## config.mk

```make
export PLATFORM = sky130hd
export DESIGN_NAME = uart_tx
export DESIGN_NICKNAME = d
export VERILOG_FILES = /design/src/periph_pkg.sv /design/src/uart_tx.sv
export SDC_FILE = /design/constraint.sdc
export NUM_CORES = 1
export LEC_CHECK = 0
export BUFFER_PORTS_ARGS = -buffer_cell sky130_fd_sc_hd__buf_2
export CAP_MARGIN = 10
export CORE_MARGIN = 2
export CORE_UTILIZATION = 56
export CTS_BUF_LIST = sky130_fd_sc_hd__clkbuf_8 sky130_fd_sc_hd__clkbuf_16
export DETAILED_ROUTE_END_ITERATION = 7
export GPL_TIMING_DRIVEN = 0
export PLACE_DENSITY_LB_ADDON = 0.1
export SYNTH_ARGS = -nofsm -noshare
export SYNTH_HDL_FRONTEND = slang
export SYNTH_SLANG_ARGS = --single-unit
```

## constraint.sdc

```tcl
create_clock -name CLOCK_50 -period 2.15 [get_ports CLOCK_50]
set_clock_uncertainty 0.05 [all_clocks]
set_input_delay 0.1075 -clock CLOCK_50 [delete_from_list [all_inputs] [get_ports CLOCK_50]]
set_output_delay 0.1075 -clock CLOCK_50 [all_outputs]
set_load 0.05 [all_outputs]
```

## src/periph_pkg.sv

```systemverilog
package periph_pkg;

    // 115200 baud from the 50 MHz board clock
    localparam int uart_clks_per_bit = 434;

    // ps2 set 2 break prefix
    localparam logic [7:0] ps2_break_code = 8'hF0;

    // start, 8 data, parity, stop
    localparam int ps2_frame_bits = 11;

    // 8N1 transmitter
    typedef enum logic [1:0] {
        uart_idle,
        uart_start,
        uart_data,
        uart_stop
    } uart_state_e;

    // ps2 frame receiver
    typedef enum logic [1:0] {
        ps2_idle,
        ps2_shift,
        ps2_check
    } ps2_state_e;

endpackage

```

## src/uart_tx.sv

```systemverilog
module uart_tx (
    input  logic       CLOCK_50,
    input  logic       KEY0,
    input  logic [7:0] tx_data,
    input  logic       tx_start,
    output logic       busy,
    output logic       txd
);
    import periph_pkg::*;

    localparam int baud_w = $clog2(uart_clks_per_bit);

    uart_state_e       state;
    logic [baud_w-1:0] baud_cnt;
    logic [2:0]        bit_cnt;
    logic [7:0]        shreg;
    logic              bit_end;

    // last clock of the current bit
    assign bit_end = (baud_cnt == baud_w'(uart_clks_per_bit - 1));

    // busy rises with the start bit on the line
    assign busy = (state != uart_idle);

    always_ff @(posedge CLOCK_50 or negedge KEY0) begin
        if (!KEY0) begin
            state    <= uart_idle;
            baud_cnt <= '0;
            bit_cnt  <= '0;
            txd      <= 1'b1;
        end else begin
            case (state)
                uart_idle: begin
                    baud_cnt <= '0;
                    if (tx_start) begin
                        txd   <= 1'b0;
                        state <= uart_start;
                    end
                end
                uart_start: begin
                    baud_cnt <= bit_end ? '0 : baud_cnt + 1'b1;
                    if (bit_end) begin
                        txd     <= shreg[0];
                        bit_cnt <= '0;
                        state   <= uart_data;
                    end
                end
                uart_data: begin
                    baud_cnt <= bit_end ? '0 : baud_cnt + 1'b1;
                    if (bit_end) begin
                        if (bit_cnt == 3'd7) begin
                            txd   <= 1'b1;
                            state <= uart_stop;
                        end else begin
                            txd     <= shreg[0];
                            bit_cnt <= bit_cnt + 1'b1;
                        end
                    end
                end
                uart_stop: begin
                    baud_cnt <= bit_end ? '0 : baud_cnt + 1'b1;
                    // line already high, just wait out the stop bit
                    if (bit_end) begin
                        state <= uart_idle;
                    end
                end
                default: state <= uart_idle;
            endcase
        end
    end

    // byte captured at start, next lsb moves into bit 0 per bit
    always_ff @(posedge CLOCK_50) begin
        if (state == uart_idle && tx_start) begin
            shreg <= tx_data;
        end else if (bit_end && (state == uart_start || state == uart_data)) begin
            shreg <= {1'b0, shreg[7:1]};
        end
    end

    // a start mid-frame neither restarts nor stalls the bit timer
    assert property (@(posedge CLOCK_50) disable iff (!KEY0)
        tx_start && busy && !bit_end |=> $stable(state) && baud_cnt == $past(baud_cnt) + 1'b1);

endmodule

```

# ---- Word-level counts from Yosys, hierarchy flattened
# Index checks and enable logic that the tools add are counted.
dict set report totals {
  reg_bits 23
  ram_bits 0
  latch_bits 0
  mem_count 0
  input_bits 11
  mem_bits_ro 0
}
dict set report classes {
  n_eq_ne 11
  shifts 0
  magnitude_cmp 0
  reduce_logical 12
  muxes 19
  multipliers 0
  bitwise 0
  n_addsub 2
  div 0
}
# op n
set ops {}
lappend ops {{$pmux 9 s2} 1}
lappend ops {{$mux 8} 2}
lappend ops {{$ne 2x2->1 const B} 6}
lappend ops {{$mux 2} 5}
lappend ops {{$add 9x1->9 const B} 1}
lappend ops {{$eq 9x9->1 const B} 1}
lappend ops {{$mux 3} 3}
lappend ops {{$mux 9} 1}
lappend ops {{$pmux 2 s4} 1}
lappend ops {{$reduce_and 4->1} 2}
lappend ops {{$pmux 3 s2} 1}
lappend ops {{$reduce_bool 2->1} 3}
lappend ops {{$reduce_and 5->1} 1}
lappend ops {{$eq 2x2->1 const B} 2}
lappend ops {{$mux 1} 4}
lappend ops {{$add 3x1->3 const B} 1}
lappend ops {{$eq 3x3->1 const B} 1}
lappend ops {{$pmux 1 s3} 1}
lappend ops {{$reduce_bool 3->1} 1}
lappend ops {{$reduce_or 3->1} 1}
lappend ops {{$eq 2x1->1 const B} 1}
lappend ops {{$logic_and 1x1->1} 2}
lappend ops {{$logic_not 2->1} 1}
lappend ops {{$logic_or 1x1->1} 1}

# ---- Logic depth before layout (Yosys ltp)
dict set report logic_depth {
  word_depth 5
  ltp_mapped 7
}

# ---- Worst setup path after synthesis
# No wires, ideal clock.
dict set report synth_timing {
  kind {flip-flop to flip-flop}
  start {reg baud_cnt[1]}
  end {reg bit_cnt[0]}
  stages_incl_launch_ff 8
  arrival_ns 1.686
  t_required_ns 2.031
  slack_ns 0.345
  period_less_slack_ns 1.805
  cell_sequence {dfrtp_1 > inv_1 > ha_1 > nand4_1 > or4_1 > clkbuf_2 > or4b_1 > nand3_1}
}
dict set report synth_between {
  elab_chain_cells 3
  word_cells_on_any_way 4
  classes_between {eq/ne: 3; reduce/logical: 1}
}
# element line
set synth_rtl {}
lappend synth_rtl {{start: declaration} uart_tx.sv:14} ;# logic [baud_w-1:0] baud_cnt;
lappend synth_rtl {{start signal: assignment} uart_tx.sv:41} ;# baud_cnt <= bit_end ? '0 : baud_cnt + 1'b1;
lappend synth_rtl {{start signal: assignment} uart_tx.sv:49} ;# baud_cnt <= bit_end ? '0 : baud_cnt + 1'b1;
lappend synth_rtl {{start signal: assignment} uart_tx.sv:61} ;# baud_cnt <= bit_end ? '0 : baud_cnt + 1'b1;
lappend synth_rtl {{$eq 9x9->1 (*)} uart_tx.sv:20} ;# assign bit_end = (baud_cnt == baud_w'(uart_clks_per_bit - 1));
lappend synth_rtl {{$ne 2x2->1 (no source line)} n/a}
lappend synth_rtl {{$reduce_and 4->1 (no source line) (*)} n/a}
lappend synth_rtl {{end signal: assignment} uart_tx.sv:56} ;# bit_cnt <= bit_cnt + 1'b1;
lappend synth_rtl {{end: declaration} uart_tx.sv:15} ;# logic [2:0] bit_cnt;
# Every way passes the cells marked *; elsewhere a longest branch is shown, timed or not.
# A chain may end at the register's enable or synchronous reset.

# ---- Worst setup path in the final report
# Same ends and word-level chain as after synthesis.

==> qor_table.md <==
| Result | Reported | Unit |
| --- | --- | --- |
| GRT overflow | 0 | - |
| Total setup buffers inserted after CTS | 0 | - |
| Post-placement cell area | 1290 | sq um |
| Run status | finished clean | - |
| Cell type with the highest aggregate area in the netlist | sky130_fd_sc_hd__dfrtp_1 | - |
| Number of remaining DRC errors | 0 | - |
| Met2 wire length | 1000 | um |
| Share of the synthesized netlist area taken by xor and xnor gates | 0.0512 | - |
| Starting DRC count in detailed routing | 10 | - |
| Total of endpoints with negative setup slack in the final report | 0 | - |
| Overall via count from detail_route | 840 | - |
| Final Max Slew Viols | 0 | - |
| Most common library cells after synthesis | sky130_fd_sc_hd__dfrtp_1 (14), sky130_fd_sc_hd__nor2_1 (14), sky130_fd_sc_hd__ha_1 (9), sky130_fd_sc_hd__nand3_1 (9), sky130_fd_sc_hd__edfxtp_1 (8) | - |
| Simple-gate area share of the yosys netlist | 0.196 | - |
| Pin count of the biggest net entering global routing | 16 | - |
| Diodes inserted | 0 | - |
| Period utilisation layout | 0.925 | - |
| Post-layout minimum cycle time | 1990 | ps |
| DP Cell Count | 149 | - |
| FFs w/ async S/R, synth | 0.652 | - |
| Die height | 50.2 | um |
| CTS tree | yes | - |
| Routed metal-1 wire length | 984 | um |
| Flip-flop and latch count after synthesis | 23 | - |
| Maximum fanout along the worst path | 7 | - |
| Proportion of synthesized area in mux cells | 0.0742 | - |
| Post-layout instance count excluding filler cells | 154 | - |
| Top_reg_cell synth | sky130_fd_sc_hd__dfrtp_1 | - |
| Layout overhead on the synthesized area | 13.1 | % |
| Largest family of logic cells by synthesized area | simple AND/OR/NAND/NOR gates | - |
| Syn Inst Count | 110 | - |
| FILL cells | 145 | - |
| CTS buffer count | 3 | - |
| Critical path required time | 2300 | ps |
| Overall fraction of global-route tracks in use | 0.192 | - |
| Starting Density | 0.604 | - |
| Worst skew pair latency | 260 | ps |
| Vias in the first global route | 835 | - |
| Multi-input logic area | 563 | sq um |
| Design Area, Final | 1350 | sq um |
| Chip Width | 50.2 | um |
| Count of input and output buffers | 12 | - |
| Vias per cell | 5.45 | - |
| Num rows | 16 | - |
| Area of the core | 1980 | sq um |
| Final total power | 732 | uW |
| Max-slew headroom | 0.674 | - |
| Portion of synthesized cell area occupied by the leading cell type | 0.293 | - |
| Sequential element share of the synthesized area | 0.515 | - |
| Buffer cell driving the clock tree root | sky130_fd_sc_hd__clkbuf_8 | - |
| Routed len/inst | 13.4 | um |
| # clock sinks | 23 | - |
| GP Congestion | 0.789 | - |
| Clock buffer depth | 2 | - |
| Max Clock Freq | 503 | MHz |
| Die area | 2520 | sq um |
| DPL Wire Length | 1490 | um |
| RSZ-0062 raised after global routing | false | - |
| Routed Antenna Nets | 0 | - |
| Global-route wire length before repair | 3670 | um |
| Total wirelength of the detailed-routed design | 2070 | um |
| Kind of end point of the critical path | register | - |
| Detail Route met3 WL | 54 | um |
| Max-cap check violation count | 0 | - |
| Category of the worst setup path launch point | register | - |
| Cell type of the slowest stage on the worst timing path | sky130_fd_sc_hd__or4b_1 | - |
| Complex-gate fraction of the synthesized area | 0.0491 | - |
| Synthesized cell area | 1200 | sq um |
| First drt pass iteration count | 6 | - |
| Syn avg cell area | 10.9 | sq um |
| Number of antenna violations at the first check in global routing | 0 | - |
| Uppermost metal layer occupied by signal nets | met4 | - |
| Largest delay contributor family on the critical path | simple AND/OR/NAND/NOR gates | - |
| Data arrival time of the critical path | 2130 | ps |
| Critical Path, Cell by Cell | inv_1 -> ha_1 -> nand4_1 -> or4_1 -> clkbuf_2 -> or4b_1 -> nand3_1 | - |
| Sequential standard cell area | 617 | sq um |
| Number of distinct library cells after synthesis | 30 | - |
| Number of flops mapped to enable cells by yosys | 8 | - |
| Type of the setup path with the least slack | reg2reg | - |
| Buffers plus inverters on the worst setup path | 2 | - |
| Post-synthesis adder-cell area fraction | 0.0940 | - |
| Peak ir drop on the vdd network | 0.426 | mV |
| I/O pins | 13 | - |
| H-tree levels | 1 | - |
| Slowest cell delay on critical path | 470 | ps |
| Synthesized netlist net count | 130 | - |
| Measured slew at the worst slew-check pin | 485 | ps |
| Nets | 148 | - |
| Count of endpoints failing hold in the final timing report | 0 | - |
| Path class of the lowest-slack min-delay path | in2reg | - |
| Areal power density over the cells | 540 | nW/um^2 |
| Yosys warning count | 0 | - |
| Layout cell share with drive strength beyond 1 | 0.205 | - |
| Clock Pin Slew Worst Setup and Hold Paths | 80 | ps |
| P_leak | 0.567 | nW |
| Cell types with the largest area share after synthesis | sky130_fd_sc_hd__dfrtp_1 (29%), sky130_fd_sc_hd__edfxtp_1 (20%), sky130_fd_sc_hd__ha_1 (9.4%) | - |
## flip-flops by register name, indices dropped and copies added, names as in the netlist
register	flops
shreg	8
state	2
bit_cnt	3
baud_cnt	9
txd	1
## cell families (layout without fill, tap and decap cells)
family	Yosys count	after routing
AOI/OAI and AO/OA	10	10
xor gates and xnor gates	7	7
adders and majority gates	9	9
buffers and inverters	6	23
DFF	23	23
muxes	8	8
and+or+nand+nor	47	47
## metrics by stage
stage,hold WS (ps),setup slack (ps),TNS (ps),util
2_1_floorplan,-238,345,0,-
3_3_place_gp,-13.0,21.3,0,0.652
3_5_place_dp,-15.3,-31.0,-247,0.652
4_1_cts,96.9,161,0,0.683
5_1_grt,98.3,51.1,0,0.683
6_report,91.1,162,0,0.683
## worst reg2reg max path: cells and delay by family (launching register included)
family	cells	cell delay, ps
DFF	1	410
adders and majority gates	1	130
buffers and inverters	2	230
and+or+nand+nor	4	1090
## report_power, final
group          leakage, nW  total, mW  switching (mW)  internal, mW
Clock               0.0255      0.265           0.136         0.129
Sequential           0.232      0.451               0         0.451
Combinational        0.309     0.0159         0.00833       0.00762
## area by class of cell
| type | count | area share |
|---|---|---|
| Clock inverter | 1 | 0.00370 |
| Inverter | 4 | 0.0111 |
| Buffer | 2 | 0.00647 |
| Clock buffer | 3 | 0.0305 |
| Multi-Input combinational cell | 81 | 0.416 |
| Tap cell | 27 | 0.0250 |
| Sequential cell | 23 | 0.456 |
| Timing Repair Buffer | 13 | 0.0518 |
## worst paths after layout
| path | startpoint | end | slack [ps] | cells past startpoint |
|---|---|---|---|---|
| min reg2reg | baud_cnt[0] | baud_cnt[0] | 470 | 1 |
| min in group asynchronous | KEY0 | baud_cnt[6] | 230 | 2 |
| min | tx_data[4] | shreg[4] | 90 | 2 |
| max | baud_cnt[1] | bit_cnt[0] | 160 | 7 |
| max reg2reg | baud_cnt[1] | bit_cnt[0] | 160 | 7 |
| max in group asynchronous | KEY0 | txd | 1520 | 2 |
## cells in the final DEF (no fill, tap or decap), types with 2 or more instances in the layout
cell and count:
sky130_fd_sc_hd__nor2_1 14, sky130_fd_sc_hd__dfrtp_1 14, sky130_fd_sc_hd__buf_2 12, sky130_fd_sc_hd__nand3_1 9, sky130_fd_sc_hd__ha_1 9, sky130_fd_sc_hd__edfxtp_1 8, sky130_fd_sc_hd__nand2_1 7, sky130_fd_sc_hd__mux2_2 7
sky130_fd_sc_hd__o21ai_0 6, sky130_fd_sc_hd__inv_1 4, sky130_fd_sc_hd__xor2_1 4, sky130_fd_sc_hd__nor3_1 4, sky130_fd_sc_hd__xnor2_1 3, sky130_fd_sc_hd__clkbuf_8 3, sky130_fd_sc_hd__nand4_1 2, sky130_fd_sc_hd__nor2b_1 2
## per-layer routing
layer  vias up  track usage
met5         -            0
met4         0       0.0694
met3         2       0.0268
met2         9        0.320
met1       404        0.254
li1        425            -
## repair_timing
action                     in CTS  in global routing
hold endpoints to repair       15                  0
hold buffers                    1                  0
setup endpoints to repair       8                  0
gates resized for setup         1                  0
(Power assumes the default switching activity.)
