$ cat src/periph_pkg.sv
package periph_pkg;

    // 115200 baud from the 50 MHz board clock
    localparam int uart_clks_per_bit = 434;

    // ps2 set 2 break prefix
    localparam logic [7:0] ps2_break_code = 8'hF0;

    // start, 8 data, parity, stop
    localparam int ps2_frame_bits = 11;

    // 8N1 transmitter
    typedef enum logic [1:0] {
        uart_idle,
        uart_start,
        uart_data,
        uart_stop
    } uart_state_e;

    // ps2 frame receiver
    typedef enum logic [1:0] {
        ps2_idle,
        ps2_shift,
        ps2_check
    } ps2_state_e;

endpackage

$ cat src/key_if.sv
interface key_if;

    // last make code seen
    logic [7:0] scan_code;
    // single-cycle event strobes
    logic       key_pressed;
    logic       key_released;
    logic       frame_error;

    // ps2 receiver side
    modport rx (output scan_code, key_pressed, key_released, frame_error);

    // bus side key register
    modport sink (input scan_code, key_pressed, key_released, frame_error);

    // interrupt controller only cares about presses
    modport irq_src (input key_pressed);

endinterface

$ cat src/ps2_receiver.sv
module ps2_receiver (
    input  logic CLOCK_50,
    input  logic KEY0,
    input  logic ps2_clk,
    input  logic ps2_dat,
    key_if.rx    key
);
    import periph_pkg::*;

    localparam int cnt_w = $clog2(ps2_frame_bits + 1);

    // two flops per line, lines idle high
    logic [1:0]                clk_sync;
    logic [1:0]                dat_sync;
    logic                      clk_prev;
    logic                      clk_fall;

    ps2_state_e                state;
    logic [cnt_w-1:0]          bit_cnt;
    logic [ps2_frame_bits-1:0] frame;
    logic                      frame_good;
    logic [7:0]                code_q;
    logic                      ok_q;
    logic                      bad_q;
    logic                      brk;

    always_ff @(posedge CLOCK_50 or negedge KEY0) begin
        if (!KEY0) begin
            clk_sync <= 2'b11;
            dat_sync <= 2'b11;
            clk_prev <= 1'b1;
        end else begin
            clk_sync <= {clk_sync[0], ps2_clk};
            dat_sync <= {dat_sync[0], ps2_dat};
            clk_prev <= clk_sync[1];
        end
    end

    // device changes data on rising, we sample on falling
    assign clk_fall = clk_prev & ~clk_sync[1];

    // bits arrive lsb first, so shift in at the top
    always_ff @(posedge CLOCK_50) begin
        if (clk_fall && state != ps2_check) begin
            frame <= {dat_sync[1], frame[ps2_frame_bits-1:1]};
        end
    end

    // start low, odd parity over data plus parity, stop high
    assign frame_good = !frame[0]
                     && (^frame[ps2_frame_bits-2:1])
                     && frame[ps2_frame_bits-1];

    always_ff @(posedge CLOCK_50 or negedge KEY0) begin
        if (!KEY0) begin
            state   <= ps2_idle;
            bit_cnt <= '0;
            ok_q    <= 1'b0;
            bad_q   <= 1'b0;
        end else begin
            ok_q  <= 1'b0;
            bad_q <= 1'b0;
            case (state)
                ps2_idle: begin
                    // first falling edge carries the start bit
                    if (clk_fall) begin
                        bit_cnt <= cnt_w'(1);
                        state   <= ps2_shift;
                    end
                end
                ps2_shift: begin
                    if (clk_fall) begin
                        bit_cnt <= bit_cnt + 1'b1;
                        if (bit_cnt == cnt_w'(ps2_frame_bits - 1)) begin
                            state <= ps2_check;
                        end
                    end
                end
                ps2_check: begin
                    ok_q  <= frame_good;
                    bad_q <= !frame_good;
                    state <= ps2_idle;
                end
                default: state <= ps2_idle;
            endcase
        end
    end

    // data byte sits between start and parity
    always_ff @(posedge CLOCK_50) begin
        if (state == ps2_check) begin
            code_q <= frame[8:1];
        end
    end

    // break tracking stage, F0 arms brk and emits nothing
    always_ff @(posedge CLOCK_50 or negedge KEY0) begin
        if (!KEY0) begin
            brk              <= 1'b0;
            key.scan_code    <= '0;
            key.key_pressed  <= 1'b0;
            key.key_released <= 1'b0;
            key.frame_error  <= 1'b0;
        end else begin
            key.key_pressed  <= ok_q && code_q != ps2_break_code && !brk;
            key.key_released <= ok_q && code_q != ps2_break_code && brk;
            key.frame_error  <= bad_q;
            if (ok_q) begin
                brk <= (code_q == ps2_break_code);
                if (code_q != ps2_break_code) begin
                    key.scan_code <= code_q;
                end
            end
        end
    end

    // consumers rely on the two strobes being exclusive
    assert property (@(posedge CLOCK_50) disable iff (!KEY0)
        !(key.key_pressed && key.key_released));

endmodule

$ cat src/flat_wrapper.sv
// flat-port wrapper written by rule: the top's interface ports become plain ports
module ps2_receiver_flat import periph_pkg::*;
  (CLOCK_50, KEY0, ps2_clk, ps2_dat, key_scan_code, key_key_pressed, key_key_released, key_frame_error);
  key_if key_i ();
  input  logic CLOCK_50;
  input  logic KEY0;
  input  logic ps2_clk;
  input  logic ps2_dat;
  output wire logic [$bits(key_i.scan_code)-1:0] key_scan_code;
  output wire logic [$bits(key_i.key_pressed)-1:0] key_key_pressed;
  output wire logic [$bits(key_i.key_released)-1:0] key_key_released;
  output wire logic [$bits(key_i.frame_error)-1:0] key_frame_error;
  assign key_scan_code = key_i.scan_code;
  assign key_key_pressed = key_i.key_pressed;
  assign key_key_released = key_i.key_released;
  assign key_frame_error = key_i.frame_error;
  ps2_receiver u_core (.CLOCK_50(CLOCK_50), .KEY0(KEY0), .ps2_clk(ps2_clk), .ps2_dat(ps2_dat), .key(key_i));
endmodule
$ cat config.mk
export PLATFORM = sky130hd
export DESIGN_NAME = ps2_receiver_flat
export DESIGN_NICKNAME = d
export VERILOG_FILES = /design/src/periph_pkg.sv /design/src/key_if.sv /design/src/ps2_receiver.sv /design/src/flat_wrapper.sv
export SDC_FILE = /design/constraint.sdc
export NUM_CORES = 1
export LEC_CHECK = 0
export BUFFER_PORTS_ARGS = -buffer_cell sky130_fd_sc_hd__buf_2
export CORE_MARGIN = 8
export CORE_UTILIZATION = 56
export CTS_CLUSTER_DIAMETER = 80
export CTS_CLUSTER_SIZE = 30
export DETAILED_ROUTE_END_ITERATION = 6
export PLACE_DENSITY = 0.76
export RECOVER_POWER = 25
export SLEW_MARGIN = 20
export SYNTH_ARGS = -nofsm -noshare
export SYNTH_HDL_FRONTEND = slang
export SYNTH_SLANG_ARGS = --single-unit
export TNS_END_PERCENT = 5
$ cat constraint.sdc
create_clock -name CLOCK_50 -period 2.6 [get_ports CLOCK_50]
set_clock_uncertainty 0.2 [all_clocks]
set_input_delay 0.52 -clock CLOCK_50 [delete_from_list [all_inputs] [get_ports CLOCK_50]]
set_output_delay 0.52 -clock CLOCK_50 [all_outputs]
set_load 0.1 [all_outputs]
## After elaboration in Yosys (flattened, before gate mapping)

Cells that the tools add are included.

| cells by class | value |
|---|---|
| $add $sub $neg | 1 |
| equality and inequality tests | 9 |
| muxes and demuxes | 9 |
| bitwise gates (word level) | 2 |
| reductions and logical operators | 15 |

Operators by type and width:

| cell | number |
|---|---|
| XOR reduction 9 bit | 1 |
| equality test 8 bit (second input constant) | 1 |
| 2-to-1 mux 4 bit | 2 |
| inequality test 8 bit (second input constant) | 1 |
| one-hot mux 4 bit (2 select lines) | 1 |
| logical AND 1 bit | 6 |
| 2-to-1 mux 2 bit | 3 |
| inequality test 2 x 1 -> 1 bit (second input constant) | 3 |
| AND reduction 3 bit | 2 |
| adder 4 x 1 -> 4 bit (second input constant) | 1 |
| equality test 4 bit (second input constant) | 1 |
| one-hot mux 2 bit (2 select lines) | 1 |
| zero test 1 bit | 3 |
| equality test 2 x 1 -> 1 bit (second input constant) | 1 |
| equality test 2 bit (second input constant) | 1 |
| zero test 2 bit | 1 |
| 2-to-1 mux 1 bit | 2 |
| inequality test 2 bit (second input constant) | 1 |
| AND reduction 2 bit | 1 |
| nonzero test 2 bit | 1 |
| bitwise AND 1 bit | 1 |
| inverter 1 bit | 1 |

| storage, ports and cells | value |
|---|---|
| register bits after elaboration | 44 |
| input port bits | 4 |
| output and inout port bits | 11 |
| word-level logic and storage cells | 50 |

## Longest topological paths before layout

| logic depth | value |
|---|---|
| word-level depth | 5 |
| depth in mapped cells | 5 |
| mapped depth without buffers | 5 |

## Worst setup path before layout

Ideal clock, no wire load.

| path | value |
|---|---|
| kind | flip-flop to flip-flop |
| from | reg u_core.clk_prev |
| to | reg u_core.frame[0] (enable) |
| library setup time | 0.380 ns |
| arrival time | 1.289 ns |
| required time | 2.020 ns |
| setup slack | 0.731 ns |
| cell stages (with the launch flop) | 3 |
| buffers on the path | 0 |
| period minus slack after synthesis | 1.869 ns |
| cells stage by stage | dfstp_2 nor2b_1 nor2b_1 |

| on the way | value |
|---|---|
| cells in the longest elaborated chain, start to end | 2 |

RTL lines:

| element | line | source |
|---|---|---|
| start: declaration | ps2_receiver.sv:15 | `logic clk_prev;` |
| start signal: assignment | ps2_receiver.sv:35 | `clk_prev <= clk_sync[1];` |
| bitwise AND 1 bit | ps2_receiver.sv:40 | `assign clk_fall = clk_prev & ~clk_sync[1];` |
| logical AND 1 bit | ps2_receiver.sv:44 | `if (clk_fall && state != ps2_check) begin` |
| end signal: assignment | ps2_receiver.sv:45 | `frame <= {dat_sync[1], frame[ps2_frame_bits-1:1]};` |
| end: declaration | ps2_receiver.sv:20 | `logic [ps2_frame_bits-1:0] frame;` |

Every way passes these cells.
A chain may end at the register's enable or synchronous reset.

## Worst setup path after layout

| path | value |
|---|---|
| from | reg u_core.code_q[1] |
| to | reg u_core.key.scan_code[7] |

| on the way | value |
|---|---|
| cells in the longest elaborated chain, start to end | 2 |

RTL lines:

| element | line | source |
|---|---|---|
| start: declaration | ps2_receiver.sv:22 | `logic [7:0] code_q;` |
| start signal: assignment | ps2_receiver.sv:92 | `code_q <= frame[8:1];` |
| inequality test 8 bit | ps2_receiver.sv:110 | `if (code_q != ps2_break_code) begin` |
| AND reduction 2 bit (no line) | -- |  |
| end signal: assignment | ps2_receiver.sv:111 | `key.scan_code <= code_q;` |
| end: declaration | key_if.sv:11 | `modport rx (output scan_code, key_pressed, key_released, frame_error);` |

Every way passes these cells.

==> flow_summary.ini <==
[worst_setup_path]
required_ns = 2.64
startpoint_type = register
worstSetupPathType = reg2reg
reg2reg_depth = 3
reg2reg_to = u_core.key.scan_code[7]
r2r_slack_ns = 0.63
r2r_start = u_core.code_q[1]
cp.arrival_ns = 2.01
crit_fanout = 10
setup.worst_path.end_class = register

[synth]
yosys.area_share.simple_pct = 9.938
netlist_area_mm2 = 0.001612
synth_warnings = 0
yosysMostFrequentCell = dfrtp_1
yosysTopAreaCell = edfxtp_1
async_reset_ff_share_pct = 56.82
synth_common_cells = dfrtp_1 (20), edfxtp_1 (19), nand2_1 (16)
synthMuxAreaShare_pct = 2.795
ys.flop_type = dfrtp_1
synth_compound_area_share_pct = 4.814
yosysTopAreaCellShare_pct = 35.40
synth_xor_area_share_pct = 4.658
synth_top_family_by_area = simple AND/OR/NAND/NOR gates
ys_seq_area_share_pct = 74.61
synth_fa_ha_area_share_pct = 1.553
ys_ff_latch = 44
synth_edf_count = 19
synth_cells = 108
yosys-top-cells-area = edfxtp_1 (35%), dfrtp_1 (31%), dfstp_2 (8.2%)
synth.distinct_cells = 28
syn_avg_cell_area_um2 = 14.92
synth_nets = 114

[routing]
ant_nets = 0
viasPerCell = 5.368
vias = 875
drc_errors = 0
first_pass_iters = 4
wl_per_cell_um = 15.13
wl_um = 2467
drt-initial-drc-count = 53

[global_routing]
antenna_found_initial = 0
grt_pass1_wl_um = 4250
grt_max_degree = 26
first_global_vias = 921
gr-total-overflow = 0
track_usage_pct = 11.05

[cells_and_area]
drive_gt1_share_pct = 25.76
finalNonFillerCells = 163
final_area_mm2 = 0.001832
final_nets = 137
fillCellCount = 205
area_growth_syn_to_layout_pct = 13.66
diodes = 0

[clock_tree]
cts-buffers-inserted = 5
clock_latency_ns = 0.35
cts-resized-gates = 0
h-tree-depth = 2
postCtsSetupBuffers = 0
clk_pin_slew_ns = 0.12
cts_num_sinks = 44
cts_buffer_depth = 2
ctsHoldBuffers = 1
cts_tree = yes
root_buffer = clkbuf_4

[outcome]
outcome = finished clean

[floorplanning]
pin_count = 15
fp.dieH_um = 69.65
start_util_pct = 58.44
num_rows = 19
die_x_um = 69.65
core_area_mm2 = 0.002758
dieArea_mm2 = 0.004850

[timing]
finalHoldViolCount = 0
slew_viol_final = 0
tightest_slew_ns = 0.5366
tns_ns = 0
hold_slack_ns = 0.05717
rsz0062_at_grt = no
min_period_ns = 1.966
clock.fmax_ghz = 0.5087
slew-limit-headroom_pct = 64.23
finalSetupViolCount = 0
min_period_over_period_pct = 75.61

[placed_design]
dpl.cell_count = 154
dp_hpwl_um = 1782
placed_cell_area_mm2 = 0.001732
gp_congestion = 0.7673
io_buffers = 14

[pwr]
powerDensity_mw_per_mm2 = 800.2
total_power_mw = 1.466
irDropWorstVdd_mv = 0.7072
power.static_leakage_nw = 0.8246

[worst_hold_path]
hold_path_depth = 1
holdCritPathClass = in2reg
min_to = u_core.dat_sync[0]
worstHoldStart = ps2_dat

[job]
maxCapViolations = 0
==> layout make-up <==
| type | instances | area [um2] | share of cell area [%] |
|---|---|---|---|
| Clock buffer | 6 | 51.30 | 2.801 |
| Clock inverter | 2 | 38.79 | 2.117 |
| Inverter | 6 | 22.52 | 1.230 |
| Multi-Input combinational cell | 57 | 382.9 | 20.90 |
| Sequential cell | 44 | 1202 | 65.64 |
| Tap cell | 31 | 38.79 | 2.117 |
| Timing Repair Buffer | 17 | 95.09 | 5.191 |
==> per-stage QoR <==
stage / setup slack, ns / utilization (%)
final: 0.6341 / 66.42
after detailed placement: 0.6621 / 62.79
after floorplan: 0.7309 / -
after global routing: 0.5852 / 66.42
after global placement: 0.7312 / 62.79
after CTS: 0.6471 / 66.42
==> state kept, by name, summed over array words and instances, names as in the netlist, 2 cells and up <==
register / flops
u_core.clk_sync: 2
u_core.frame: 11
u_core.state: 2
u_core.bit_cnt: 4
u_core.key.scan_code: 8
u_core.code_q: 8
u_core.dat_sync: 2
==> layer usage <==
layer / up-vias / global-route usage (%) / part of all wire [%]
li1: 420 / - / -
met1: 424 / 12.51 / 45
met2: 25 / 17.21 / 47
met3: 6 / 4.721 / 6.3
met4: 0 / 6.027 / 2.1
met5: - / 0 / 0
==> cell usage in the layout (no fill, tap or decap), types with 2 or more instances in the layout <==
cell type,n
buf_4,2
buf_2,14
a22o_1,2
o21ai_0,3
nor2_1,7
inv_1,6
ha_1,2
nor2b_1,2
clkbuf_4,5
nand2_1,16
edfxtp_1,19
dfstp_2,4
xnor2_1,5
nor3_1,2
dfrtp_1,20
mux2_2,4
==> critical path, cell delays in order (launching register included) <==
cell	delay, ns
edfxtp_1	0.42
or4_4	0.58
o21ai_4	0.28
mux2_2	0.38
==> worst max path at each step <==
stage / from / to / cells after the start
after floorplan: u_core.clk_prev / u_core.frame[0] / 2
after global placement: u_core.code_q[1] / u_core.key.scan_code[4] / 3
after detailed placement: u_core.code_q[1] / u_core.key.scan_code[7] / 3
after CTS: u_core.code_q[1] / u_core.key.scan_code[7] / 3
after global routing: u_core.code_q[1] / u_core.key.scan_code[7] / 3
final: u_core.code_q[1] / u_core.key.scan_code[7] / 3
==> report_power, final <==
group / switching, mW / internal [mW]
sequential: 0.0497 / 0.783
combinational: 0.124 / 0.0712
clock: 0.208 / 0.230
==> cell families after synthesis <==
family	Yosys count
DFF	44
and+or+nand+nor	34
AOI/OAI and AO/OA	10
xor gates and xnor gates	7
buffers and inverters	7
muxes	4
adders and majority gates	2
No activity file was read; power rests on OpenSTA's default activity.
